`src/beam_macros.svh`:
```
// ---------------------------------------------------------------------------
// 480p scan geometry, sync positions, register map and reset values
// ---------------------------------------------------------------------------
`ifndef BEAM_MACROS_SVH
`define BEAM_MACROS_SVH

// visible area and full scan, pixels and lines
`define H_RES    640
`define V_RES    480
`define H_TOTAL  800
`define V_TOTAL  525

// sync pulses, both active low, inclusive ends
`define HS_START 656
`define HS_END   751
`define VS_START 490
`define VS_END   491

// wishbone word addresses
`define REG_CTRL  0   // enable + size
`define REG_SPEED 1
`define REG_FG    2   // square colour
`define REG_BG    3   // background colour

// values loaded at reset
`define RST_SIZE  32
`define RST_SPEED 4
`define RST_FG    12'hF80   // orange
`define RST_BG    12'h08F   // blue
`endif

```
`src/beam_pkg.sv`:
```
// ---------------------------------------------------------------------------
// shared types: screen coordinate, 12-bit colour, beam configuration
// ---------------------------------------------------------------------------
package beam_pkg;

    // screen coordinate, covers the full 800x525 scan
    typedef logic [9:0] coord_t;

    // 4 bits per channel, r sits in the top nibble
    typedef struct packed {
        logic [3:0] r;
        logic [3:0] g;
        logic [3:0] b;
    } rgb_t;

    // run-time settings from the register block
    // 1 + 10 + 10 + 12 + 12 = 45 bits
    typedef struct packed {
        logic   enable;   // square moves while set
        coord_t size;     // side length in pixels
        coord_t speed;    // pixels per frame
        rgb_t   fg;       // inside square
        rgb_t   bg;       // everything else visible
    } beam_cfg_t;

    // field offsets in the 16-bit register words
    localparam int CTRL_EN_BIT = 15;
    localparam int FIELD_W     = 10;   // size and speed
    localparam int RGB_W       = 12;

    // register data bus width
    localparam int WB_DW = 16;

endpackage

```
`src/video_if.sv`:
```
// ---------------------------------------------------------------------------
// scan bundle: position, syncs, data enable, per-frame tick
// ---------------------------------------------------------------------------
`timescale 1ns/1ns

interface video_if import beam_pkg::*; ();

    coord_t sx;       // horizontal position
    coord_t sy;       // vertical position
    logic   hsync;    // active low
    logic   vsync;    // active low
    logic   de;       // visible area
    logic   animate;  // first cycle of vertical blanking

    // timing generator side
    modport source (output sx, sy, hsync, vsync, de, animate);

    // consumers, mover and painter
    modport sink (input sx, sy, hsync, vsync, de, animate);

endinterface

```
`src/display_timings.sv`:
```
// ---------------------------------------------------------------------------
// 480p scan counters with sync, data enable and animate decode
// ---------------------------------------------------------------------------
`timescale 1ns/1ns
`include "beam_macros.svh"

module display_timings import beam_pkg::*; (
    input  logic clk_pix,
    input  logic arst_n,
    video_if.source vid
);

    coord_t sx;   // column counter
    coord_t sy;   // line counter
    logic   line_end;
    logic   frame_end;

    assign line_end  = (sx == coord_t'(`H_TOTAL - 1));   // last pixel of line
    assign frame_end = (sy == coord_t'(`V_TOTAL - 1));   // last line of frame

    // horizontal wraps at 800, vertical steps on each wrap
    always_ff @(posedge clk_pix or negedge arst_n) begin
        if (!arst_n) begin
            sx <= '0;
            sy <= '0;
        end else begin
            if (line_end) begin
                sx <= '0;
                sy <= frame_end ? '0 : sy + coord_t'(1);
            end else begin
                sx <= sx + coord_t'(1);
            end
        end
    end

    // everything below is straight decode of the counters
    assign vid.sx = sx;
    assign vid.sy = sy;

    // active low pulses
    assign vid.hsync = ~((sx >= coord_t'(`HS_START)) && (sx <= coord_t'(`HS_END)));
    assign vid.vsync = ~((sy >= coord_t'(`VS_START)) && (sy <= coord_t'(`VS_END)));

    // visible region only
    assign vid.de = (sx < coord_t'(`H_RES)) && (sy < coord_t'(`V_RES));

    // one cycle per frame, first blank line, first pixel
    assign vid.animate = (sy == coord_t'(`V_RES)) && (sx == '0);

endmodule

```
`src/beam_regs.sv`:
```
// ---------------------------------------------------------------------------
// wishbone classic slave, four configuration registers
// ---------------------------------------------------------------------------
`timescale 1ns/1ns
`include "beam_macros.svh"

module beam_regs import beam_pkg::*; (
    input  logic              clk_pix,
    input  logic              arst_n,
    input  logic              wb_cyc,
    input  logic              wb_stb,
    input  logic              wb_we,
    input  logic [1:0]        wb_adr,
    input  logic [WB_DW-1:0]  wb_dat_w,
    output logic [WB_DW-1:0]  wb_dat_r,
    output logic              wb_ack,
    output beam_cfg_t         cfg
);

    logic             req;      // new access this cycle
    logic [WB_DW-1:0] rd_mux;   // read value before the register

    // no second ack while stb stays up after the first
    assign req = wb_cyc & wb_stb & ~wb_ack;

    // ack one cycle after request, always single cycle
    always_ff @(posedge clk_pix or negedge arst_n) begin
        if (!arst_n) wb_ack <= 1'b0;
        else         wb_ack <= req;
    end

    // writes land on the same edge that raises ack
    always_ff @(posedge clk_pix or negedge arst_n) begin
        if (!arst_n) begin
            cfg.enable <= 1'b1;
            cfg.size   <= coord_t'(`RST_SIZE);
            cfg.speed  <= coord_t'(`RST_SPEED);
            cfg.fg     <= rgb_t'(`RST_FG);
            cfg.bg     <= rgb_t'(`RST_BG);
        end else if (req && wb_we) begin
            case (wb_adr)
                2'(`REG_CTRL): begin
                    cfg.enable <= wb_dat_w[CTRL_EN_BIT];
                    cfg.size   <= wb_dat_w[FIELD_W-1:0];
                end
                2'(`REG_SPEED): cfg.speed <= wb_dat_w[FIELD_W-1:0];
                2'(`REG_FG):    cfg.fg    <= wb_dat_w[RGB_W-1:0];   // r in bits 11..8
                default:        cfg.bg    <= wb_dat_w[RGB_W-1:0];
            endcase
        end
    end

    // read layout mirrors the write fields, rest zero
    always_comb begin
        rd_mux = '0;
        case (wb_adr)
            2'(`REG_CTRL): begin
                rd_mux[CTRL_EN_BIT]   = cfg.enable;
                rd_mux[FIELD_W-1:0]   = cfg.size;
            end
            2'(`REG_SPEED): rd_mux[FIELD_W-1:0] = cfg.speed;
            2'(`REG_FG):    rd_mux[RGB_W-1:0]   = cfg.fg;
            default:        rd_mux[RGB_W-1:0]   = cfg.bg;
        endcase
    end

    // read data valid alongside ack
    always_ff @(posedge clk_pix) begin
        if (req) wb_dat_r <= rd_mux;
    end

endmodule

```
`src/square_mover.sv`:
```
// ---------------------------------------------------------------------------
// square position, stepped once per frame in vertical blanking
// ---------------------------------------------------------------------------
`timescale 1ns/1ns
`include "beam_macros.svh"

module square_mover import beam_pkg::*; (
    input  logic      clk_pix,
    input  logic      arst_n,
    video_if.sink     vid,
    input  beam_cfg_t cfg,
    output coord_t    qx,
    output coord_t    qy
);

    logic   step;      // move this cycle
    logic   at_right;  // no room left on this row
    logic   at_bottom; // no room for another row
    coord_t x_lim;
    coord_t y_lim;

    // limits from the full scan, not the visible area
    assign x_lim = coord_t'(`H_TOTAL) - cfg.size;
    assign y_lim = coord_t'(`V_TOTAL) - cfg.size;

    assign at_right  = (qx >= x_lim);
    assign at_bottom = (qy >= y_lim);

    // freeze position while disabled
    assign step = vid.animate & cfg.enable;

    always_ff @(posedge clk_pix or negedge arst_n) begin
        if (!arst_n) begin
            qx <= '0;   // top left corner
            qy <= '0;
        end else if (step) begin
            if (at_right) begin
                qx <= '0;                                  // back to left edge
                qy <= at_bottom ? '0 : qy + cfg.size;      // next row or top
            end else begin
                qx <= qx + cfg.speed;
            end
        end
    end

endmodule

```
`src/beam_painter.sv`:
```
// ---------------------------------------------------------------------------
// square hit test, colour select, registered sync and colour outputs
// ---------------------------------------------------------------------------
`timescale 1ns/1ns

module beam_painter import beam_pkg::*; (
    input  logic       clk_pix,
    input  logic       arst_n,
    video_if.sink      vid,
    input  beam_cfg_t  cfg,
    input  coord_t     qx,
    input  coord_t     qy,
    output logic       hsync,
    output logic       vsync,
    output logic       de,
    output logic [3:0] red,
    output logic [3:0] green,
    output logic [3:0] blue
);

    logic [10:0] x_end;   // one past right edge, extra bit for overflow
    logic [10:0] y_end;   // one past bottom edge
    logic        q_draw;  // scan inside square
    rgb_t        pix;     // colour before the output register

    assign x_end = {1'b0, qx} + {1'b0, cfg.size};
    assign y_end = {1'b0, qy} + {1'b0, cfg.size};

    // half open box, qx <= sx < qx+size
    assign q_draw = (vid.sx >= qx) && ({1'b0, vid.sx} < x_end)
                 && (vid.sy >= qy) && ({1'b0, vid.sy} < y_end);

    always_comb begin
        if (!vid.de)     pix = '0;        // black in blanking
        else if (q_draw) pix = cfg.fg;
        else             pix = cfg.bg;
    end

    // everything leaves one cycle after the counters
    always_ff @(posedge clk_pix or negedge arst_n) begin
        if (!arst_n) begin
            hsync <= 1'b1;   // inactive
            vsync <= 1'b1;
            de    <= 1'b0;
            red   <= '0;
            green <= '0;
            blue  <= '0;
        end else begin
            hsync <= vid.hsync;
            vsync <= vid.vsync;
            de    <= vid.de;
            red   <= pix.r;
            green <= pix.g;
            blue  <= pix.b;
        end
    end

endmodule

```
`src/beam_top.sv`:
```
// ---------------------------------------------------------------------------
// beam generator top: timings, registers, mover and painter
// ---------------------------------------------------------------------------
`timescale 1ns/1ns

module beam_top import beam_pkg::*; (
    input  logic        clk_pix,
    input  logic        arst_n,
    input  logic        wb_cyc,
    input  logic        wb_stb,
    input  logic        wb_we,
    input  logic [1:0]  wb_adr,
    input  logic [15:0] wb_dat_w,
    output logic [15:0] wb_dat_r,
    output logic        wb_ack,
    output logic        hsync,    // active low
    output logic        vsync,    // active low
    output logic        de,
    output logic [3:0]  red,
    output logic [3:0]  green,
    output logic [3:0]  blue
);

    video_if   vid ();   // scan bundle from the counters
    beam_cfg_t cfg;      // live settings
    coord_t    qx;       // square top left
    coord_t    qy;

    display_timings u_timings (
        .clk_pix (clk_pix),
        .arst_n  (arst_n),
        .vid     (vid.source)
    );

    beam_regs u_regs (
        .clk_pix  (clk_pix),
        .arst_n   (arst_n),
        .wb_cyc   (wb_cyc),
        .wb_stb   (wb_stb),
        .wb_we    (wb_we),
        .wb_adr   (wb_adr),
        .wb_dat_w (wb_dat_w),
        .wb_dat_r (wb_dat_r),
        .wb_ack   (wb_ack),
        .cfg      (cfg)
    );

    square_mover u_mover (
        .clk_pix (clk_pix),
        .arst_n  (arst_n),
        .vid     (vid.sink),
        .cfg     (cfg),
        .qx      (qx),
        .qy      (qy)
    );

    // registered outputs, one cycle behind the counters
    beam_painter u_painter (
        .clk_pix (clk_pix),
        .arst_n  (arst_n),
        .vid     (vid.sink),
        .cfg     (cfg),
        .qx      (qx),
        .qy      (qy),
        .hsync   (hsync),
        .vsync   (vsync),
        .de      (de),
        .red     (red),
        .green   (green),
        .blue    (blue)
    );

endmodule

```
`config.mk`:
```
export PLATFORM = sky130hd
export DESIGN_NAME = beam_top
export DESIGN_NICKNAME = d
export VERILOG_FILES = /design/src/beam_pkg.sv /design/src/video_if.sv /design/src/display_timings.sv /design/src/beam_regs.sv /design/src/square_mover.sv /design/src/beam_painter.sv /design/src/beam_top.sv
export VERILOG_INCLUDE_DIRS = /design/src
export SDC_FILE = /design/constraint.sdc
export NUM_CORES = 1
export LEC_CHECK = 0
export BUFFER_PORTS_ARGS = -buffer_cell sky130_fd_sc_hd__clkbuf_2
export CORE_UTILIZATION = 45
export DETAILED_ROUTE_END_ITERATION = 6
export PLACE_DENSITY_LB_ADDON = 0.05
export SYNTH_ARGS = -nofsm -noshare
export SYNTH_HDL_FRONTEND = slang
export SYNTH_SLANG_ARGS = --single-unit
```
`constraint.sdc`:
```
create_clock -name clk_pix -period 3.5 [get_ports clk_pix]
set_clock_uncertainty 0.1 [all_clocks]
set_input_delay 0.7 -clock clk_pix [delete_from_list [all_inputs] [get_ports clk_pix]]
set_output_delay 0.7 -clock clk_pix [all_outputs]
set_load 0.1 [all_outputs]
```
# Word-level counts from Yosys, hierarchy flattened
# Index checks and enable logic that the tools add are counted.
word_totals:
  reg_bits: 114
  input_bits: 23
  output_inout_bits: 32
  word_cells: 79
op_classes:
  addsub: 8
  order_cmp: 12
  n_eq_ne: 5
  mux: 8
  bitwise: 7
  n_reduce_logical: 17
ops:
  columns: ["operator", "n"]
  rows:
  - [">= comparator 10 bit", 4]
  - ["2-to-1 mux 10 bit", 4]
  - ["case mux 10 bit (3 select lines)", 1]
  - ["2-to-1 mux 12 bit", 2]
  - ["adder 10 x 10 -> 11 bit", 2]
  - ["less-than comparator 10 x 11 -> 1 bit", 2]
  - ["adder 10 x 1 -> 10 bit, second input constant", 2]
  - ["adder 10 bit", 2]
  - ["== test 10 bit, second input constant", 2]
  - ["subtractor 10 bit, first input constant", 2]
  - ["== test 10 x 9 -> 1 bit, second input constant", 1]
  - [">= comparator 10 bit, second input constant", 1]
  - [">= comparator 10 x 9 -> 1 bit, second input constant", 1]
  - ["<= comparator 10 bit, second input constant", 1]
  - ["<= comparator 10 x 9 -> 1 bit, second input constant", 1]
  - ["zero test 10 bit", 1]
  - ["less-than comparator 10 bit, second input constant", 1]
  - ["less-than comparator 10 x 9 -> 1 bit, second input constant", 1]
  - ["AND reduction 2 bit", 5]
  - ["logical AND 1 bit", 8]
  - ["inverter 1 bit", 4]
  - ["case mux 2 bit (2 select lines)", 1]
  - ["bitwise AND 1 bit", 3]
  - ["OR reduction 3 bit", 1]
  - ["4 further kinds", 4]

# Longest topological paths before layout
depth:
  ltp_word: 7
  ltp_mapped: 18
  ltp_nobuf: 17

# Hierarchy
# From an unflattened synthesis, not the netlist that was laid out.
hier_totals:
  cells_unflattened: 775
  hier_area_um2: 8252.9
by_module_without_submodules:
  columns: ["mod", "instances", "cells_per_inst", "area_each_um2", "seq_area_each_um2"]
  rows:
  - ["beam_regs", 1, 139, 2511.2, 1557.7]
  - ["square_mover", 1, 258, 2309.7, 500.5]
  - ["beam_painter", 1, 257, 2232.1, 377.9]
  - ["display_timings", 1, 121, 1199.9, 500.5]

# Worst setup path after synthesis
# Ideal clock, no wire load.
synth_path:
  path_kind: "register to register"
  start: "register u_regs.cfg[34] (netlist name)"
  end: "register u_painter.blue[1]"
  setup_ns: 0.079
  arrival_ns: 3.328
  t_required_ns: 3.321
  path_slack_ns: -0.007
  stages_incl_launch_ff: 19
  n_path_buf: 1
  period_less_slack_ns: 3.507
  cell_sequence: "dfrtp_1 -> ha_1 -> fa_1 -> a21o_1 -> a21oi_1 -> nor2b_1 -> o21a_1 -> nor2_1 -> xnor2_1 -> inv_1 -> ha_1 -> nand2_1 -> o21ai_0 -> a21oi_1 -> o21ai_0 -> o211ai_1 -> nand4_1 -> buf_2 -> mux2i_1"
synth_rtl:
  columns: ["item", "line", "source"]
  rows:
  - ["to (signal assigned)", "beam_painter.sv:54", "blue <= pix.b;"]
  - ["to (decl)", "beam_painter.sv:18", "output logic [3:0] blue"]

==> run summary <==
The per-instance average area after synthesis was 10.61 sq um; the final setup violation count was 1. The tools report the wire length of the first global-routing pass as 31020 um. The sink count of the clock tree was 114; the final critical delay including setup and external delays was 3.506 ns. Based on the critical path, the design can be clocked at up to 285.2 MHz. The share of the cycle needed by the critical path after routing came out at 1.002.

By area the synthesized netlist is led by sky130_fd_sc_hd__dfrtp_1, sky130_fd_sc_hd__ha_1, sky130_fd_sc_hd__mux2_2, sky130_fd_sc_hd__dfstp_2, sky130_fd_sc_hd__edfxtp_1. The checks that failed: negative setup slack. The synthesized-area fraction occupied by ao, oa, aoi and oai cells was 0.1115. Clock tree synthesis selected as its root buffer the cell sky130_fd_sc_hd__clkbuf_16.

The tools report the final non-filler cell total as 1043. For this block, the routed nets add up to 19050 um of wire. In the routed layout, each cell is associated on average with a via count of 5.487. The H-tree generated during clock tree synthesis spans 4 levels. The total of flip-flops plus latches after synthesis was 114. Simple-gate share of the synthesized area: 0.1227. The logs give 55 for the number of I/O pins and 0 for the number of diodes added for antenna fixing.

TritonCTS built the clock tree. In the final design database the tool counted 930 nets. For this run the aggregate overflow at the end of global routing stands at 0. The logs give -0.006 ns for the flop-to-flop setup slack and 0 for the number of pins with negative max-slew slack in the final report. The portion of netlist area occupied by mux cells is 0.1166. By area, the combinational part of the netlist is dominated by adder cells. Before antenna repair, the detailed router went through 5 iterations.

The quantity of I/O buffers inserted on ports is 48, and the clock buffer count from CTS is 17. The worst path setup slack after routing was -0.006447 ns; the sequential share of the synthesized area was 0.3882. Counting cells, the worst reg-to-reg path comes to 16. For this block, the via count after detailed routing is 5723. The critical-path maximum fanout works out to 6.

Among all flip-flop cells after synthesis, the most frequent one is sky130_fd_sc_hd__dfrtp_1. Yosys mapped a number of flops with a built-in enable equal to 13. During synthesis, Yosys emitted a total of 0 warnings.

Category of the worst setup path launch point: a flop. The layout cell share with drive strength beyond 1 is 0.3062, and the slew at the pin closest to its max-slew limit is 1.112 ns. The synthesized-area fraction occupied by xor and xnor cells was 0.05557. In this run, placement finished with an instance count of 1004.

The arithmetic-cell share of the synthesized area counting full adders, half adders and majority gates was 0.1634; the detailed-route wire length per cell was 18.26 um. Entering global routing, the biggest net connects 69 pins. The maximum root-to-sink buffer count is 2. The min-delay analysis places its worst path in the category in -> async. Clock-pin slew of the registers on the worst-case setup and hold paths: 0.06 ns. The proportion of register bits with asynchronous set or reset after synthesis came out at 0.8860. Reported leakage power: 4.343 nW. The library cells used most frequently in the layout, excluding fill and tap cells, are sky130_fd_sc_hd__ha_1, sky130_fd_sc_hd__dfrtp_1, sky130_fd_sc_hd__nand2_1. After floorplanning, the core was sized to cover 16520 sq um. sky130_fd_sc_hd__dfrtp_1 takes more of the synthesized area than any other cell. The area growth from synthesis to layout is 21.14%. Adding up every negative setup slack in the final design gives -0.006447 ns.

Setup repair after global routing could not meet its margin everywhere. The tools report the core occupancy in the finished layout as 0.5546. The run gives 0 as the post-route DRC violation count. Counting every instance in the synthesized netlist gives 713. The tools report the destination of the worst register-to-register timing path as u_painter.green[0]. The number of filler cells placed in the layout was 1464.

In this run the power density over the cells is 568.3 nW/um^2. Data on the critical path arrives at its endpoint at 3.71 ns. The critical path in this run is classified as reg -> reg. The logs give 0 for the number of endpoints with negative hold slack in the final report and 7565 sq um for the area of the mapped netlist. The most critical setup path has its endpoint at u_painter.green[0].

In this run, the number of DRC markers left after iteration 0 of detailed routing was 235. The logs give 0.2334 for the overall global routing resource usage and 5830 for the via count of the first global-routing pass. For the final RePlAce weighted congestion, the log shows 0.8440.

The tools report the capturing element type of the critical path as a flop. The run gives 0 as the number of antenna violations at the first check in global routing. The die span in x was 131.7 um. Total power for the finished layout comes to 5.208 mW. The floorplan step defined a die boundary enclosing 17330 sq um. The half-perimeter wire length after detailed placement came out at 13960 um. The flow ran to the end, but the final reports show violations. The launching element of the worst setup path is u_regs.cfg[39]. For the effective utilization at floorplan, the log shows 0.4578. The floorplan step set the die height to 131.7 um. The synthesized netlist contains 63 unique library cells. In this run the remaining antenna-violating nets after routing total 0. The fraction of post-synthesis cell area in the top cell type by area was 0.2845. VDD sags by at most 0.5449 mV.

The run gives 0.2584 as the relative max-transition margin. Startpoint of the worst-slack reg-to-reg timing path: u_regs.cfg[39]. Leaving out fill and tap cells, the most frequent cell in the layout is sky130_fd_sc_hd__ha_1.

Cell row count: 47. For the source-to-sink clock delay at the later pin of the worst-skew pair, the log shows 0.42 ns. Across the run, the number of max-cap violations was 0. On the final layout, the worst hold slack is 0.1330 ns. For the worst setup path, the data required time is 3.70 ns.
==> report_power, final <==
group	leakage (nW)	internal [mW]	switching, mW
clock	0.278	0.939	0.735
sequential	1.39	1.58	0.204
combinational	2.68	0.636	1.12
==> kinds of logic after synthesis <==
group | Yosys count
xor gates and xnor gates | 48
adders and majority gates | 97
DFF | 114
buffers and inverters | 79
other | 1
AOI/OAI and AO/OA | 123
and+or+nand+nor | 181
muxes | 70
==> how the worst min path moves through the flow <==
stage,startpoint,slack (ns),endpoint,cells after the start
after floorplan,arst_n,0.30,u_mover.qx[0],0
after global placement,u_regs.cfg[22],0.40,u_painter.red[2],2
after detailed placement,u_regs.cfg[21],0.40,u_painter.red[1],2
after CTS,arst_n,0.14,u_timings.vid.sx[8],1
after global routing,arst_n,0.16,u_timings.vid.sx[8],1
final,arst_n,0.13,u_timings.vid.sx[8],1
==> registers in the layout, summed over array words and instances, names as in the netlist, 4 cells and up <==
signal,flops
u_painter.red,4
u_mover.qy,10
u_regs.cfg,45
u_mover.qx,10
u_painter.green,4
u_painter.blue,4
u_regs.wb_dat_r,13
u_timings.vid.sy,10
u_timings.vid.sx,10
==> Yosys cell counts (4+ instances only) <==
cell type,n
sky130_fd_sc_hd__ha_1,94
sky130_fd_sc_hd__dfrtp_1,86
sky130_fd_sc_hd__nand2_1,63
sky130_fd_sc_hd__inv_1,49
sky130_fd_sc_hd__mux2_2,45
sky130_fd_sc_hd__nor2_1,36
sky130_fd_sc_hd__o21ai_0,28
sky130_fd_sc_hd__xor2_1,26
sky130_fd_sc_hd__a21oi_1,24
sky130_fd_sc_hd__xnor2_1,22
sky130_fd_sc_hd__clkbuf_1,20
sky130_fd_sc_hd__dfstp_2,15
sky130_fd_sc_hd__mux2i_1,15
sky130_fd_sc_hd__edfxtp_1,13
sky130_fd_sc_hd__nand3_1,13
sky130_fd_sc_hd__a21o_1,12
sky130_fd_sc_hd__a22o_1,10
sky130_fd_sc_hd__mux4_2,10
sky130_fd_sc_hd__nand2b_1,10
sky130_fd_sc_hd__o31ai_1,10
sky130_fd_sc_hd__nor2b_1,8
sky130_fd_sc_hd__nor3_1,8
sky130_fd_sc_hd__nor4_1,7
sky130_fd_sc_hd__nand4_1,5
sky130_fd_sc_hd__o2111ai_1,5
sky130_fd_sc_hd__or4_1,5
sky130_fd_sc_hd__a211oi_1,4
sky130_fd_sc_hd__and3_1,4
sky130_fd_sc_hd__buf_1,4
sky130_fd_sc_hd__buf_4,4
sky130_fd_sc_hd__o21a_1,4
sky130_fd_sc_hd__o22ai_1,4
==> layout make-up <==
| type | count | area (sq um) | area share |
|---|---|---|---|
| multi-input combinational | 522 | 4491 | 0.4900 |
| sequential | 114 | 2940 | 0.3209 |
| timing repair buffer | 106 | 714.4 | 0.07796 |
| clock buffer | 17 | 425.4 | 0.04642 |
| tap | 220 | 275.3 | 0.03004 |
| inverter | 49 | 183.9 | 0.02007 |
| clock inverter | 15 | 133.9 | 0.01461 |
==> critical path: stages, from the launching register on <==
cell and delay (ns):
sky130_fd_sc_hd__dfstp_2 0.67, sky130_fd_sc_hd__ha_1 0.32, sky130_fd_sc_hd__o21a_1 0.19, sky130_fd_sc_hd__nor2_2 0.22, sky130_fd_sc_hd__nor2_1 0.10, sky130_fd_sc_hd__xnor2_1 0.19, sky130_fd_sc_hd__ha_1 0.27, sky130_fd_sc_hd__a21o_1 0.16
sky130_fd_sc_hd__a21o_1 0.18, sky130_fd_sc_hd__a21oi_2 0.12, sky130_fd_sc_hd__nor2_1 0.05, sky130_fd_sc_hd__o22ai_1 0.10, sky130_fd_sc_hd__buf_4 0.16, sky130_fd_sc_hd__nand4_1 0.11, sky130_fd_sc_hd__buf_6 0.16, sky130_fd_sc_hd__buf_12 0.14
sky130_fd_sc_hd__mux2i_2 0.14
==> per-layer routing <==
metal | track usage | vias to the layer above | part of all wire
met1 | 0.3217 | 2867 | 0.48
met4 | 0.06137 | 0 | 0.0091
li1 | - | 2766 | -
met5 | 0 | - | 0
met3 | 0.04591 | 16 | 0.031
met2 | 0.3736 | 74 | 0.48
==> stage by stage <==
step,cell area [sq um],setup slack [ns]
floorplan,7575,0.06402
global placement,8356,-0.2688
detailed placement,8356,-0.3304
CTS,8997,-0.003171
global route,9164,-0.1605
finish,9164,-0.006447
==> timing repair <==
item | in CTS | in global routing
setup buffers | 1 | 5
hold buffers | 0 | 0
gates cloned | 1 | 0
resized for setup | 23 | 28
pin swaps | 7 | 19
endpoints found under the setup margin | 27 | 32
Power figures use the tool's default switching activity.
